`src/hdl/rv_pkg.sv`:
```
package rv_pkg;

    parameter int xlen = 32;

    // major opcodes, inst[6:0]
    typedef enum logic [6:0] {
        OPC_LOAD   = 7'b0000011,
        OPC_STORE  = 7'b0100011,
        OPC_BRANCH = 7'b1100011,
        OPC_JAL    = 7'b1101111,
        OPC_JALR   = 7'b1100111,
        OPC_OP_IMM = 7'b0010011,
        OPC_OP     = 7'b0110011,
        OPC_LUI    = 7'b0110111,
        OPC_AUIPC  = 7'b0010111
    } opcode_e;

    typedef enum logic [3:0] {
        ALU_ADD    = 4'd0,
        ALU_SUB    = 4'd1,
        ALU_SLL    = 4'd2,
        ALU_SLT    = 4'd3,
        ALU_SLTU   = 4'd4,
        ALU_XOR    = 4'd5,
        ALU_SRL    = 4'd6,
        ALU_SRA    = 4'd7,
        ALU_OR     = 4'd8,
        ALU_AND    = 4'd9,
        ALU_PASS_B = 4'd10  // lui
    } alu_op_e;

    // same coding as the branch funct3
    typedef enum logic [2:0] {
        BR_BEQ  = 3'b000,
        BR_BNE  = 3'b001,
        BR_NONE = 3'b010,   // unused funct3 slot
        BR_BLT  = 3'b100,
        BR_BGE  = 3'b101,
        BR_BLTU = 3'b110,
        BR_BGEU = 3'b111
    } branch_e;

    typedef enum logic [1:0] {
        WB_NONE = 2'b00,
        WB_PC4  = 2'b01,
        WB_ALU  = 2'b10,
        WB_MEM  = 2'b11
    } wb_sel_e;

endpackage

```
`src/hdl/imm_gen.sv`:
```
module imm_gen (
    input  logic [rv_pkg::xlen-1:0] inst,
    output logic [rv_pkg::xlen-1:0] imm
);
    import rv_pkg::*;

    opcode_e opcode;

    assign opcode = opcode_e'(inst[6:0]);

    always_comb begin
        case (opcode)
            OPC_LOAD, OPC_JALR, OPC_OP_IMM: begin
                imm = {{(xlen-12){inst[31]}}, inst[31:20]};
            end
            OPC_STORE: begin
                imm = {{(xlen-12){inst[31]}}, inst[31:25], inst[11:7]};
            end
            OPC_BRANCH: begin
                imm = {{(xlen-13){inst[31]}}, inst[31], inst[7], inst[30:25], inst[11:8], 1'b0};
            end
            OPC_LUI, OPC_AUIPC: begin
                imm = {inst[31:12], 12'b0};
            end
            OPC_JAL: begin
                imm = {{(xlen-21){inst[31]}}, inst[31], inst[19:12], inst[20], inst[30:21], 1'b0};
            end
            default: imm = '0;   // op and unknown opcodes
        endcase
    end

endmodule

```
`config.mk`:
```
export PLATFORM = sky130hd
export DESIGN_NAME = imm_gen
export DESIGN_NICKNAME = d
export VERILOG_FILES = /design/src/hdl/rv_pkg.sv /design/src/hdl/imm_gen.sv
export SDC_FILE = /design/constraint.sdc
export NUM_CORES = 1
export LEC_CHECK = 0
export ABC_AREA = 0
export BUFFER_PORTS_ARGS = -buffer_cell sky130_fd_sc_hd__buf_4
export CORE_MARGIN = 2
export CORE_UTILIZATION = 36
export DETAILED_ROUTE_END_ITERATION = 12
export PLACE_DENSITY = 0.84
export SLEW_MARGIN = 20
export SYNTH_ARGS = -nofsm -noshare
export SYNTH_HDL_FRONTEND = slang
export SYNTH_SLANG_ARGS = --single-unit
```
`constraint.sdc`:
```
create_clock -name vclk -period 1
set_input_delay 0 -clock vclk [all_inputs]
set_output_delay 0 -clock vclk [all_outputs]
set_load 0.03 [all_outputs]
```
==> reports/results.txt, run 1 <==
The flow did not finish. The stopping stage was clock tree synthesis (4_1_cts). The tool reported: "[ERROR DPL-0038] Utilization greater than 100%, impossible to legalize".

Once detailed placement completed, the half-perimeter wirelength came to 2.02 mm. The die boundary height was 44.2 µm. After synthesis, the mean cell area works out to 7.97 µm². o21ai_2 takes more of the synthesized area than any other cell.

For this design, the CTS-stage hold fixing added 0 buffers. The weighted congestion reported at the end of routability-driven placement was 0.821. After synthesis, the cell types taking the most area are o21ai_2, and2b_2, a21o_1, nand3_1, a22o_1. The logs give 58 for the number of gates given a new drive strength after cts and 3 for the post-CTS setup repair buffer count.

Counting distinct cell types in the post-synthesis netlist gives 29. The gate count of the mapped netlist is 73. The number of buffer cells added on primary ports is 64. The most common cell in the synthesized netlist is nand3_1. In this run the cell area measured after placement is 1220 µm². Summing the sequential cell areas from Yosys gives 0% of the chip area.

For this configuration, the core starts out at a cell density of 38.6%. The number of nets in the synthesized netlist is 105. By count the netlist is led by nand3_1, o21ai_2, a21o_1. During synthesis, Yosys emitted a total of 0 warnings. The logs give 64 for the number of I/O pins and 582 µm² for the cell area after technology mapping.

The run gives 14 as the number of standard-cell rows in the floorplan. The floorplan step set the die width to 44.2 µm. After synthesis, the largest area contributor takes up 15.1% of total cell area.
-- cells by family after synthesis --
logic type,share of synthesized area (%)
multiplexers,2.58
AO/OA/AOI/OAI,46.9
AND/OR/NAND/NOR,43.0
buffers and inverters,7.53
-- through the flow --
stage / setup TNS, ns / setup WS (ns) / util [%] / cells / hold slack, ns
floorplan: -0.380 / -0.0723 / - / 73 / 0.179
global placement: -3.66 / -0.190 / 81.0 / 162 / 0.315
detailed placement: -4.52 / -0.228 / 81.0 / 162 / 0.316
==> run 2: changes to the inputs <==
--- a/config.mk
+++ b/config.mk
@@ -7,10 +7,10 @@
 export LEC_CHECK = 0
 export ABC_AREA = 0
 export BUFFER_PORTS_ARGS = -buffer_cell sky130_fd_sc_hd__buf_4
-export CORE_MARGIN = 2
-export CORE_UTILIZATION = 36
+export CORE_AREA = 2 2 63 65
 export DETAILED_ROUTE_END_ITERATION = 12
-export PLACE_DENSITY = 0.84
+export DIE_AREA = 0 0 65 67
+export PLACE_DENSITY_LB_ADDON = 0.15
 export SLEW_MARGIN = 20
 export SYNTH_ARGS = -nofsm -noshare
 export SYNTH_HDL_FRONTEND = slang
==> reports/results.txt, run 2 <==
The flow ran to the end, but the final reports show violations. The final reports fail on setup timing. The number of buffer cells added on primary ports came out at 64 (unchanged). The tools report the placeable core region as 3610 µm². The terminating pin of the worst hold path was imm[18]. Arrival time at the worst endpoint: 1.11 ns.

The run gives 105 (unchanged) as the net count of the mapped netlist. The largest fanout on the critical path is 6. The synthesized area divided by synthesized cell count is 7.97 µm² (unchanged), and the cell area after technology mapping is 582 µm² (unchanged). The number of global-route vias before repair is 989, and the part of the cycle the worst path needs is 111%. Based on the critical path, the design can be clocked at up to 904 MHz. The leading cell type by number of instances after synthesis was nand3_1.

Sorting the synthesized cells by how often they occur yields nand3_1, o21ai_2, a21o_1. The number of standard-cell rows in the floorplan was 22 (+8). Leaving out fill and tap cells, the most frequent cells in the layout are buf_6, buf_4, a21o_1, and2b_2, o21ai_4. Once detail routing completed, the nets flagged for antenna violations numbered 0.

The worst setup path is launched from an input port. Measured against its own limit, the worst slew margin works out to 80.9%. The critical path in this run is classified as in -> out. The final number of max-transition violations is 0. The count of inserted antenna diode cells is 0.

In the routed design, unresolved DRC markers number 0. From synthesis to final layout, the design area changed by 182%. The final layout contains 190 nets. The tightest hold path in the finished design has a slack of 0.310 ns. Count of cell types in the netlist: 29 (unchanged). Detailed routing inserted a total of 949 vias. The number of antenna violations at the first check in global routing is 0. The logs give 0% (unchanged) for the sequential area share after synthesis and 0.776 nW for the reported leakage power.

Setup repair after global routing could not meet its margin everywhere. The tools report the sequential standard cell area as 0 µm². Setup violations remaining at the end of the flow were counted as 29. Entering global routing, the biggest net connects 12 pins. The power density of the placed cells is 300 nW/µm², and the wire length per cell after detailed routing is 14.4 µm.

The starting density of the core is 16.1% (-22 points), and the proportion of layout cells with a drive suffix above 1 is 82.1%. The horizontal die dimension is 65 µm (+47%). The library cell used most frequently in the layout, excluding fill and tap cells, is buf_6.

Max-cap violations in this run came to 0. Launch instance of the worst min-delay path: inst[18]. The tools report the number of endpoints with negative hold slack in the final report as 0. Yosys attributes the largest share of cell area to o21ai_2, and2b_2, a21o_1, nand3_1, a22o_1. The logs give 2.09 mm (+3.4%) for the placed wire-length estimate and 73 (unchanged) for the gate count of the mapped netlist. The transition at the pin with the smallest max-transition slack works out to 0.286 ns. After filler insertion, the fill cell instance count of the layout stands at 370.

The library cell occupying the most area in the post-synthesis netlist is o21ai_2. The minimum clock period works out to 1.11 ns. The number of I/O pins was 64 (unchanged); the total global-route track usage was 13.3%.

The tools report the worst endpoint required time as 1.00 ns. Path class of the lowest-slack min-delay path: in -> out. The detailed router finished its first iteration with 3 violations.

Along the worst hold path, the cell count comes to 3. The first global-routing pass estimated 4.65 mm of wire. The sort of element at the end of the critical path is a primary output. The number of warning messages in the yosys log came out at 0 (unchanged). The die boundary height is 67 µm (+52%), and the total die area is 4360 µm². The top cell type's share of synthesized area came out at 15.1% (unchanged).

Wires add up to 2.94 mm. Before antenna repair, the detailed router went through 4 iterations. The number of buffers inserted by hold repair at cts came out at 0 (unchanged). The final worst-path setup slack was -0.106 ns. Sequential cells placed in the final layout were counted as 0. The tools report the final setup TNS as -1.38 ns. The weighted congestion reported at the end of routability-driven placement is 0.753 (-8.3%). The clock buffer count in the final layout was 0; the sum of overflow across all layers after global routing was 0. Using the TritonRoute via totals, the vias-per-cell ratio works out to 4.65. For the worst supply voltage drop on vdd, the log shows 0.122 mV.
## run 2: cell counts after synthesis
No cell type changed its count.
## run 2: area by class of cell
type	instances	area, µm²	area share (%)
repair buffers	87	846	51.6
multi-input cells	68	729	44.5
well taps	48	60.1	3.66
inverters	1	3.75	0.229
## run 2: worst max path at each step
stage,from,to,slack [ns],cells after the start
2_1_floorplan,inst[6],imm[21],-0.07,4
3_3_place_gp,inst[2],imm[9],-0.21,5
3_5_place_dp,inst[2],imm[10],-0.24,5
4_1_cts,inst[3],imm[1],-0.1,5
5_1_grt,inst[3],imm[1],-0.18,5
6_report,inst[3],imm[1],-0.11,5
## run 2: metal layers
layer | vias up | share of wire, % | GRT usage, % | wire, µm
met4 | 0 | 0.17 | 0 | 5
met3 | 2 | 6.4 | 1.35 | 187
met1 | 438 | 38 | 15.1 | 1120
met2 | 46 | 55 | 27.8 | 1620
li1 | 463 | - | - | -
met5 | - | 0 | 0 | 0
## run 2: report_power, final
group	internal (mW)	switching, mW	total (mW)	leakage, nW
Combinational	0.261	0.230	0.492	0.776
Clock	0	0	0	0
Sequential	0	0	0	0
Total	0.261	0.230	0.492	0.776
## run 2: kinds of logic (layout without fill, tap and decap cells)
kind of cell | count (synthesis) | in the layout | share of synthesized area (%)
and+or+nand+nor | 32 | 32 | 43.0
buffers and inverters | 7 | 88 | 7.53
muxes | 1 | 1 | 2.58
AOI/OAI and AO/OA | 33 | 35 | 46.9
## run 2: metrics by stage
step / utilization, % / area (µm²) / total power, mW / worst slack, ns / instances
2_1_floorplan: - / 642 / 0.177 / -0.0723 / 73
4_1_cts: 44.6 / 1610 / 0.481 / -0.0951 / 204
5_1_grt: 45.5 / 1640 / 0.522 / -0.178 / 204
6_report: 45.5 / 1640 / 0.492 / -0.106 / 204
3_5_place_dp: 34.8 / 1250 / 0.386 / -0.238 / 195
3_3_place_gp: 34.8 / 1250 / 0.384 / -0.209 / 195
## run 2: repair_timing
item                       CTS  global route
buffers inserted             6             1
setup endpoints to repair   31            32
pin swaps                   14             6
gates resized for setup     62             7
gates cloned                 3             0
## run 2: worst max-delay path, stage by stage
cell and delay, ns:
buf_6 0.10, nand4bb_4 0.31, nor3b_4 0.34, a22o_1 0.22, buf_6 0.13
No activity file was read; power rests on OpenSTA's default activity.
==> run 3: changes to the inputs <==
==> constraint.sdc (replaced) <==
create_clock -name vclk -period 1.1
set_input_delay 0 -clock vclk [all_inputs]
set_output_delay 0 -clock vclk [all_outputs]
set_load 0.03 [all_outputs]
==> reports/results.txt, run 3 (synthesized netlist as in run 2, its figures left out) <==
The slowest library cell on the worst path is nor3b_4. For the number of global-route vias before repair, the log shows 927 (-6.3%). Largest net degree at the start of global routing: 12 (unchanged). Leaving out fill and tap cells, the most frequent cells in the layout are buf_4, buf_6, nand3_1, o21ai_2, a21o_1. The number of buffer cells added on primary ports was 64 (unchanged); the number of buffer and inverter instances along the worst setup path was 2 (unchanged). The largest fanout on the critical path came out at 6 (unchanged). For the number of standard-cell rows in the floorplan, the log shows 22 (unchanged). The delay of the slowest critical-path stage was 0.34 ns (about the same).

Weighted congestion reported at the end of routability-driven placement: 0.766 (+1.7%). Worst supply voltage drop on vdd: 0.0703 mV (-42%). For the starting density of the core, the log shows 16.1% (unchanged). Worst endpoint required time: 1.10 ns (+0.10 ns).

The run gives 81.1% (+0.20 points) as the normalized max-slew margin. For the first-pass iteration count of the detailed router, the log shows 2 (-2). Total die area: 4360 µm² (unchanged). The final-report setup violation count is 0 (-100%). Path class of the lowest-slack min-delay path: in -> out. The reported leakage power is 0.715 nW (-7.9%), and the proportion of layout cells with a drive suffix above 1 is 74.8% (-7.2 points).

The kind of launch point of the worst setup path was an input port. The logs give 0 µm² (unchanged) for the sequential standard cell area and 185 (-2.6%) for the total number of nets in the final design. Setup repair after global routing could not meet its margin everywhere. The tools report the first-pass GRT wire length as 4.15 mm (-11%). The count of inserted antenna diode cells is 0 (unchanged). Critical path's top delay family: simple AND/OR/NAND/NOR gates. The startpoint identified for the worst hold timing path is inst[14].

The logs give 0 (unchanged) for the number of antenna violations at the first check in global routing and 928 (-2.2%) for the total number of vias. Counting I/O delays and the setup requirement, the final critical path takes 1.10 ns. Traced cell by cell, the critical path runs through buf_6 -> nand4bb_4 -> nor3b_4 -> a22o_1 -> buf_6. The tools report the core utilization of the finished layout as 38.2% (-7.2 points).

For the number of endpoints with negative hold slack in the final report, the log shows 0 (unchanged). The logs give 0.308 ns (-0.00236 ns) for the worst hold slack after final layout and 0 (unchanged) for the number of buffers inserted by hold repair at cts. The die boundary height was 67 µm (unchanged).

The tools report the iteration-0 DRC count of the detailed router as 8 (+5). The power density of the placed cells is 273 nW/µm² (-9.0%), and the horizontal die dimension is 65 µm (unchanged). The total global-route track usage is 11.6% (-1.7 points), and the transition at the pin with the smallest max-transition slack is 0.283 ns (-0.00303 ns).

Leading cell type in the layout, fill and taps excluded: buf_4. The path with the worst hold slack has its endpoint at imm[14]. The post-synthesis to final-layout area growth is 137%. Derived from the worst setup path, the maximum achievable clock frequency is 912 MHz. Placed wire-length estimate: 1.97 mm (-5.7%). Critical path's most frequent cell: buf_6. The sum of overflow across all layers after global routing came out at 0 (unchanged). The logs give 0 (unchanged) for the post-route DRC violation count and 0 (unchanged) for the clock buffer count in the final layout. The placeable core region was 3610 µm² (unchanged); the max-cap check violation count was 0 (unchanged). The final number of max-transition violations was 0 (unchanged); the wire length per cell after detailed routing was 13.2 µm (-8.1%).

The tools report the post-route antenna net violation count as 0 (unchanged). The category of the critical setup timing path was in -> out. The via density per instance was 4.66 (+0.24%). STA classifies the critical path endpoint as a primary output. The number of I/O pins was 64 (unchanged); the sequential cell count was 0 (unchanged).

Arrival time at the worst endpoint: 1.10 ns (about the same). The cell count of the worst hold path was 3 (unchanged); the final wirelength was 2.63 mm (-10%). Of the available clock period, the critical path in the final layout requires 99.7%. The run finished with clean final reports.
-- run 3: changes by cell type in the layout (fill, tap and decap cells not counted), sizes merged --
cell / previous run / this run
buf: 87 / 82
-- run 3: power breakdown --
part	switching [mW]	total [mW]	internal, mW
logic	0.176	0.376	0.200
clock network	0	0	0
registers	0	0	0
-- run 3: layout make-up --
| cell class | count | area, µm² |
|---|---|---|
| Fill cell | 380 | 2230 |
| Timing Repair Buffer | 82 | 728 |
| Multi-Input combinational cell | 68 | 587 |
| Tap cell | 48 | 60.1 |
| Inverter | 1 | 3.75 |
-- run 3: worst max-delay path by stage --
stage	from	endpoint	slack, ns	depth (start not counted)
2_1_floorplan	inst[6]	imm[11]	0.003	3
3_3_place_gp	inst[5]	imm[5]	-0.06	5
3_5_place_dp	inst[2]	imm[2]	-0.07	5
4_1_cts	inst[3]	imm[19]	-0.04	8
5_1_grt	inst[4]	imm[23]	-0.07	5
6_report	inst[3]	imm[2]	0.003	5
-- run 3: metrics by stage --
step | cell area, µm² | power, mW | setup WS (ns) | std cells | TNS (ns)
2_1_floorplan | 582 | 0.147 | 0.00251 | 73 | 0
3_3_place_gp | 1180 | 0.330 | -0.0570 | 192 | -0.544
3_5_place_dp | 1180 | 0.333 | -0.0739 | 192 | -1.14
4_1_cts | 1370 | 0.374 | -0.0383 | 201 | -0.331
5_1_grt | 1380 | 0.400 | -0.0721 | 199 | -0.789
6_report | 1380 | 0.376 | 0.00333 | 199 | 0
-- run 3: timing repair --
item                                    CTS  global route
cloned                                    3             0
gates resized for setup                  22            14
setup buffers                             6             0
endpoints found under the setup margin   21            32
pin swaps                                 4             8
-- run 3: routing by layer --
metal / vias to the layer above / global-route usage, % / wire [µm]
met3: 0 / 1.01 / 181
li1: 454 / - / -
met1: 432 / 13.7 / 1060
met2: 42 / 23.7 / 1390
met4: 0 / 0 / 0
met5: - / 0 / 0
==> run 4: changes to the inputs <==
--- a/config.mk
+++ b/config.mk
@@ -6,7 +6,7 @@
 export NUM_CORES = 1
 export LEC_CHECK = 0
 export ABC_AREA = 0
-export BUFFER_PORTS_ARGS = -buffer_cell sky130_fd_sc_hd__buf_4
+export BUFFER_PORTS_ARGS = -buffer_cell sky130_fd_sc_hd__buf_2
 export CORE_AREA = 2 2 63 65
 export DETAILED_ROUTE_END_ITERATION = 12
 export DIE_AREA = 0 0 65 67
==> reports/results.txt, run 4 (synthesized netlist as in run 2, its figures left out) <==
The combinational share of power was 100.0% (about the same). Leaving out fill and tap cells, the most frequent cells in the layout are buf_6, buf_2, buf_4, nand3_1, o21ai_2. The signal on the critical path passes through buf_2 -> mux2_4 -> o22a_2 -> and2b_2 -> buf_6.

The tools report the kind of launch point of the worst setup path as an input port. The leading cell type in the layout, fill and taps excluded is buf_6. The tools report the final-report setup violation count as 1 (+1). The wire length per cell after detailed routing was 13.2 µm (-0.34%); the post-route DRC violation count was 0 (unchanged). The clock buffer count in the final layout was 0 (unchanged). In this design, the largest share of critical-path delay is due to multiplexers. The worst endpoint required time was 1.10 ns (about the same); the number of endpoints with negative hold slack in the final report was 0 (unchanged).

The tools report the final number of max-transition violations as 0 (unchanged). The number of buffer cells added on primary ports is 64 (unchanged). For this design, the slowest cell found on the critical path is mux2_4. The first-pass GRT wire length came out at 4.00 mm (-3.6%). Cell count after placement: 196 (+2.1%).

The reported leakage power is 0.698 nW (-2.3%), and the count of inserted antenna diode cells is 0 (unchanged). The worst supply voltage drop on vdd came out at 0.0762 mV (+8.3%). Final worst-path setup slack: -0.00928 ns (-0.0126 ns). The largest fanout on the critical path works out to 5 (-1). The total global-route track usage came out at 11.4% (-0.22 points). The number of buffer and inverter instances along the worst setup path was 2 (unchanged); the minimum clock period was 1.11 ns (+0.0126 ns). The internal power is 0.178 mW (-11%), and the cell count of the worst hold path is 3 (unchanged). The sequential standard cell area was 0 µm² (unchanged); the power density of the placed cells was 266 nW/µm² (-2.7%).

For the placeable core region, the log shows 3610 µm² (unchanged). Setup repair after global routing could not meet its margin everywhere. The run gives 63.2% (-18 points) as the normalized max-slew margin. The count of fill cells added during filler insertion was 375 (-1.3%); the via density per instance was 4.58 (-1.8%). The arrival time at the worst endpoint was 1.11 ns (about the same). The post-route antenna net violation count was 0 (unchanged); the number of standard-cell rows in the floorplan was 22 (unchanged). The total stage count of the critical path was 5 (unchanged); the number of global-route vias before repair was 903 (-2.6%). The logs give 0% (unchanged) for the proportion of power drawn by flip-flops and latches and 185 (unchanged) for the total number of nets in the final design. The critical path is of the in -> out type. The first-pass iteration count of the detailed router is 3 (+1), and the die boundary height is 67 µm (unchanged).

The worst setup path is captured at a primary output. The delay of the slowest critical-path stage came out at 0.36 ns (+0.02 ns). Final wirelength: 2.62 mm (-0.34%).

The number of I/O pins came out at 64 (unchanged). The final reports fail on setup timing. The part of the cycle the worst path needs was 101% (+1.1 points). The tools report the sum of overflow across all layers after global routing as 0 (unchanged). The path class of the lowest-slack min-delay path was in -> out.

Worst setup slack after placement: -0.119 ns (-0.0452 ns). The max-cap check violation count came out at 0 (unchanged). The flow ran to the end, but the final reports show violations. The iteration-0 DRC count of the detailed router was 19 (+11); the switching part of the total was 51.1% (+4.2 points).

The horizontal die dimension is 65 µm (unchanged), and the weighted congestion reported at the end of routability-driven placement is 0.769 (+0.37%). For the number of antenna violations at the first check in global routing, the log shows 0 (unchanged). The portion of total power attributed to the clock network is 0% (unchanged). The starting density of the core was 16.1% (unchanged). The tools report the total number of vias as 911 (-1.8%). The logs give 0.186 mW (+5.6%) for the switching power and 199 (unchanged) for the number of standard cells in the final layout excluding fillers. The run gives 12 (unchanged) as the largest net degree at the start of global routing.

The sequential cell count is 0 (unchanged), and the worst hold slack after final layout is 0.312 ns (+0.00374 ns). The tools report the maximum clock rate as 901 MHz (-1.1%). The transition at the pin with the smallest max-transition slack works out to 0.552 ns (+0.269 ns).

Post-synthesis to final-layout area growth: 136%. The total die area is 4360 µm² (unchanged). The proportion of layout cells with a drive suffix above 1 is 74.8% (unchanged), and the placed wire-length estimate is 1.96 mm (-0.40%).
## run 4: timing repair
action,CTS,global route
pin swaps,8,6
hold buffers,0,0
gates cloned,2,0
buffers inserted,1,0
resized for setup,36,52
setup endpoints to repair,31,32
## run 4: path summary, 6_finish.rpt
path,startpoint,endpoint,slack [ns]
max,inst[5],imm[5],-0.009
min,inst[18],imm[18],0.31
## run 4: final cells by class
class	instances	area (µm²)	share of cell area (%)
multi-input combinational	68	619	45.2
timing repair buffer	82	688	50.2
tap	48	60.1	4.38
inverter	1	3.75	0.274
## run 4: power groups by stage
stage | clock network, mW | registers [mW] | logic [mW]
after floorplan | 0 | 0 | 0.147
after global placement | 0 | 0 | 0.292
after detailed placement | 0 | 0 | 0.295
after CTS | 0 | 0 | 0.333
after global routing | 0 | 0 | 0.391
final | 0 | 0 | 0.364
## run 4: metrics by stage
step	instance area, µm²	power (mW)	setup TNS, ns	util (%)
floorplan	582	0.147	0	-
global placement	1050	0.292	-1.42	29.1
detailed placement	1050	0.295	-2.33	29.1
CTS	1210	0.333	-0.0179	33.6
global route	1370	0.391	-0.727	38.0
finish	1370	0.364	-0.00928	38.0
## run 4: per-layer routing
| layer | routed length, µm | track usage [%] | share of wire (%) | up-vias |
|---|---|---|---|---|
| met2 | 1390 | 24.1 | 53 | 42 |
| li1 | - | - | - | 450 |
| met1 | 1040 | 12.8 | 40 | 419 |
| met3 | 195 | 1.01 | 7.4 | 0 |
| met4 | 0 | 0 | 0 | 0 |
| met5 | 0 | 0 | 0 | - |
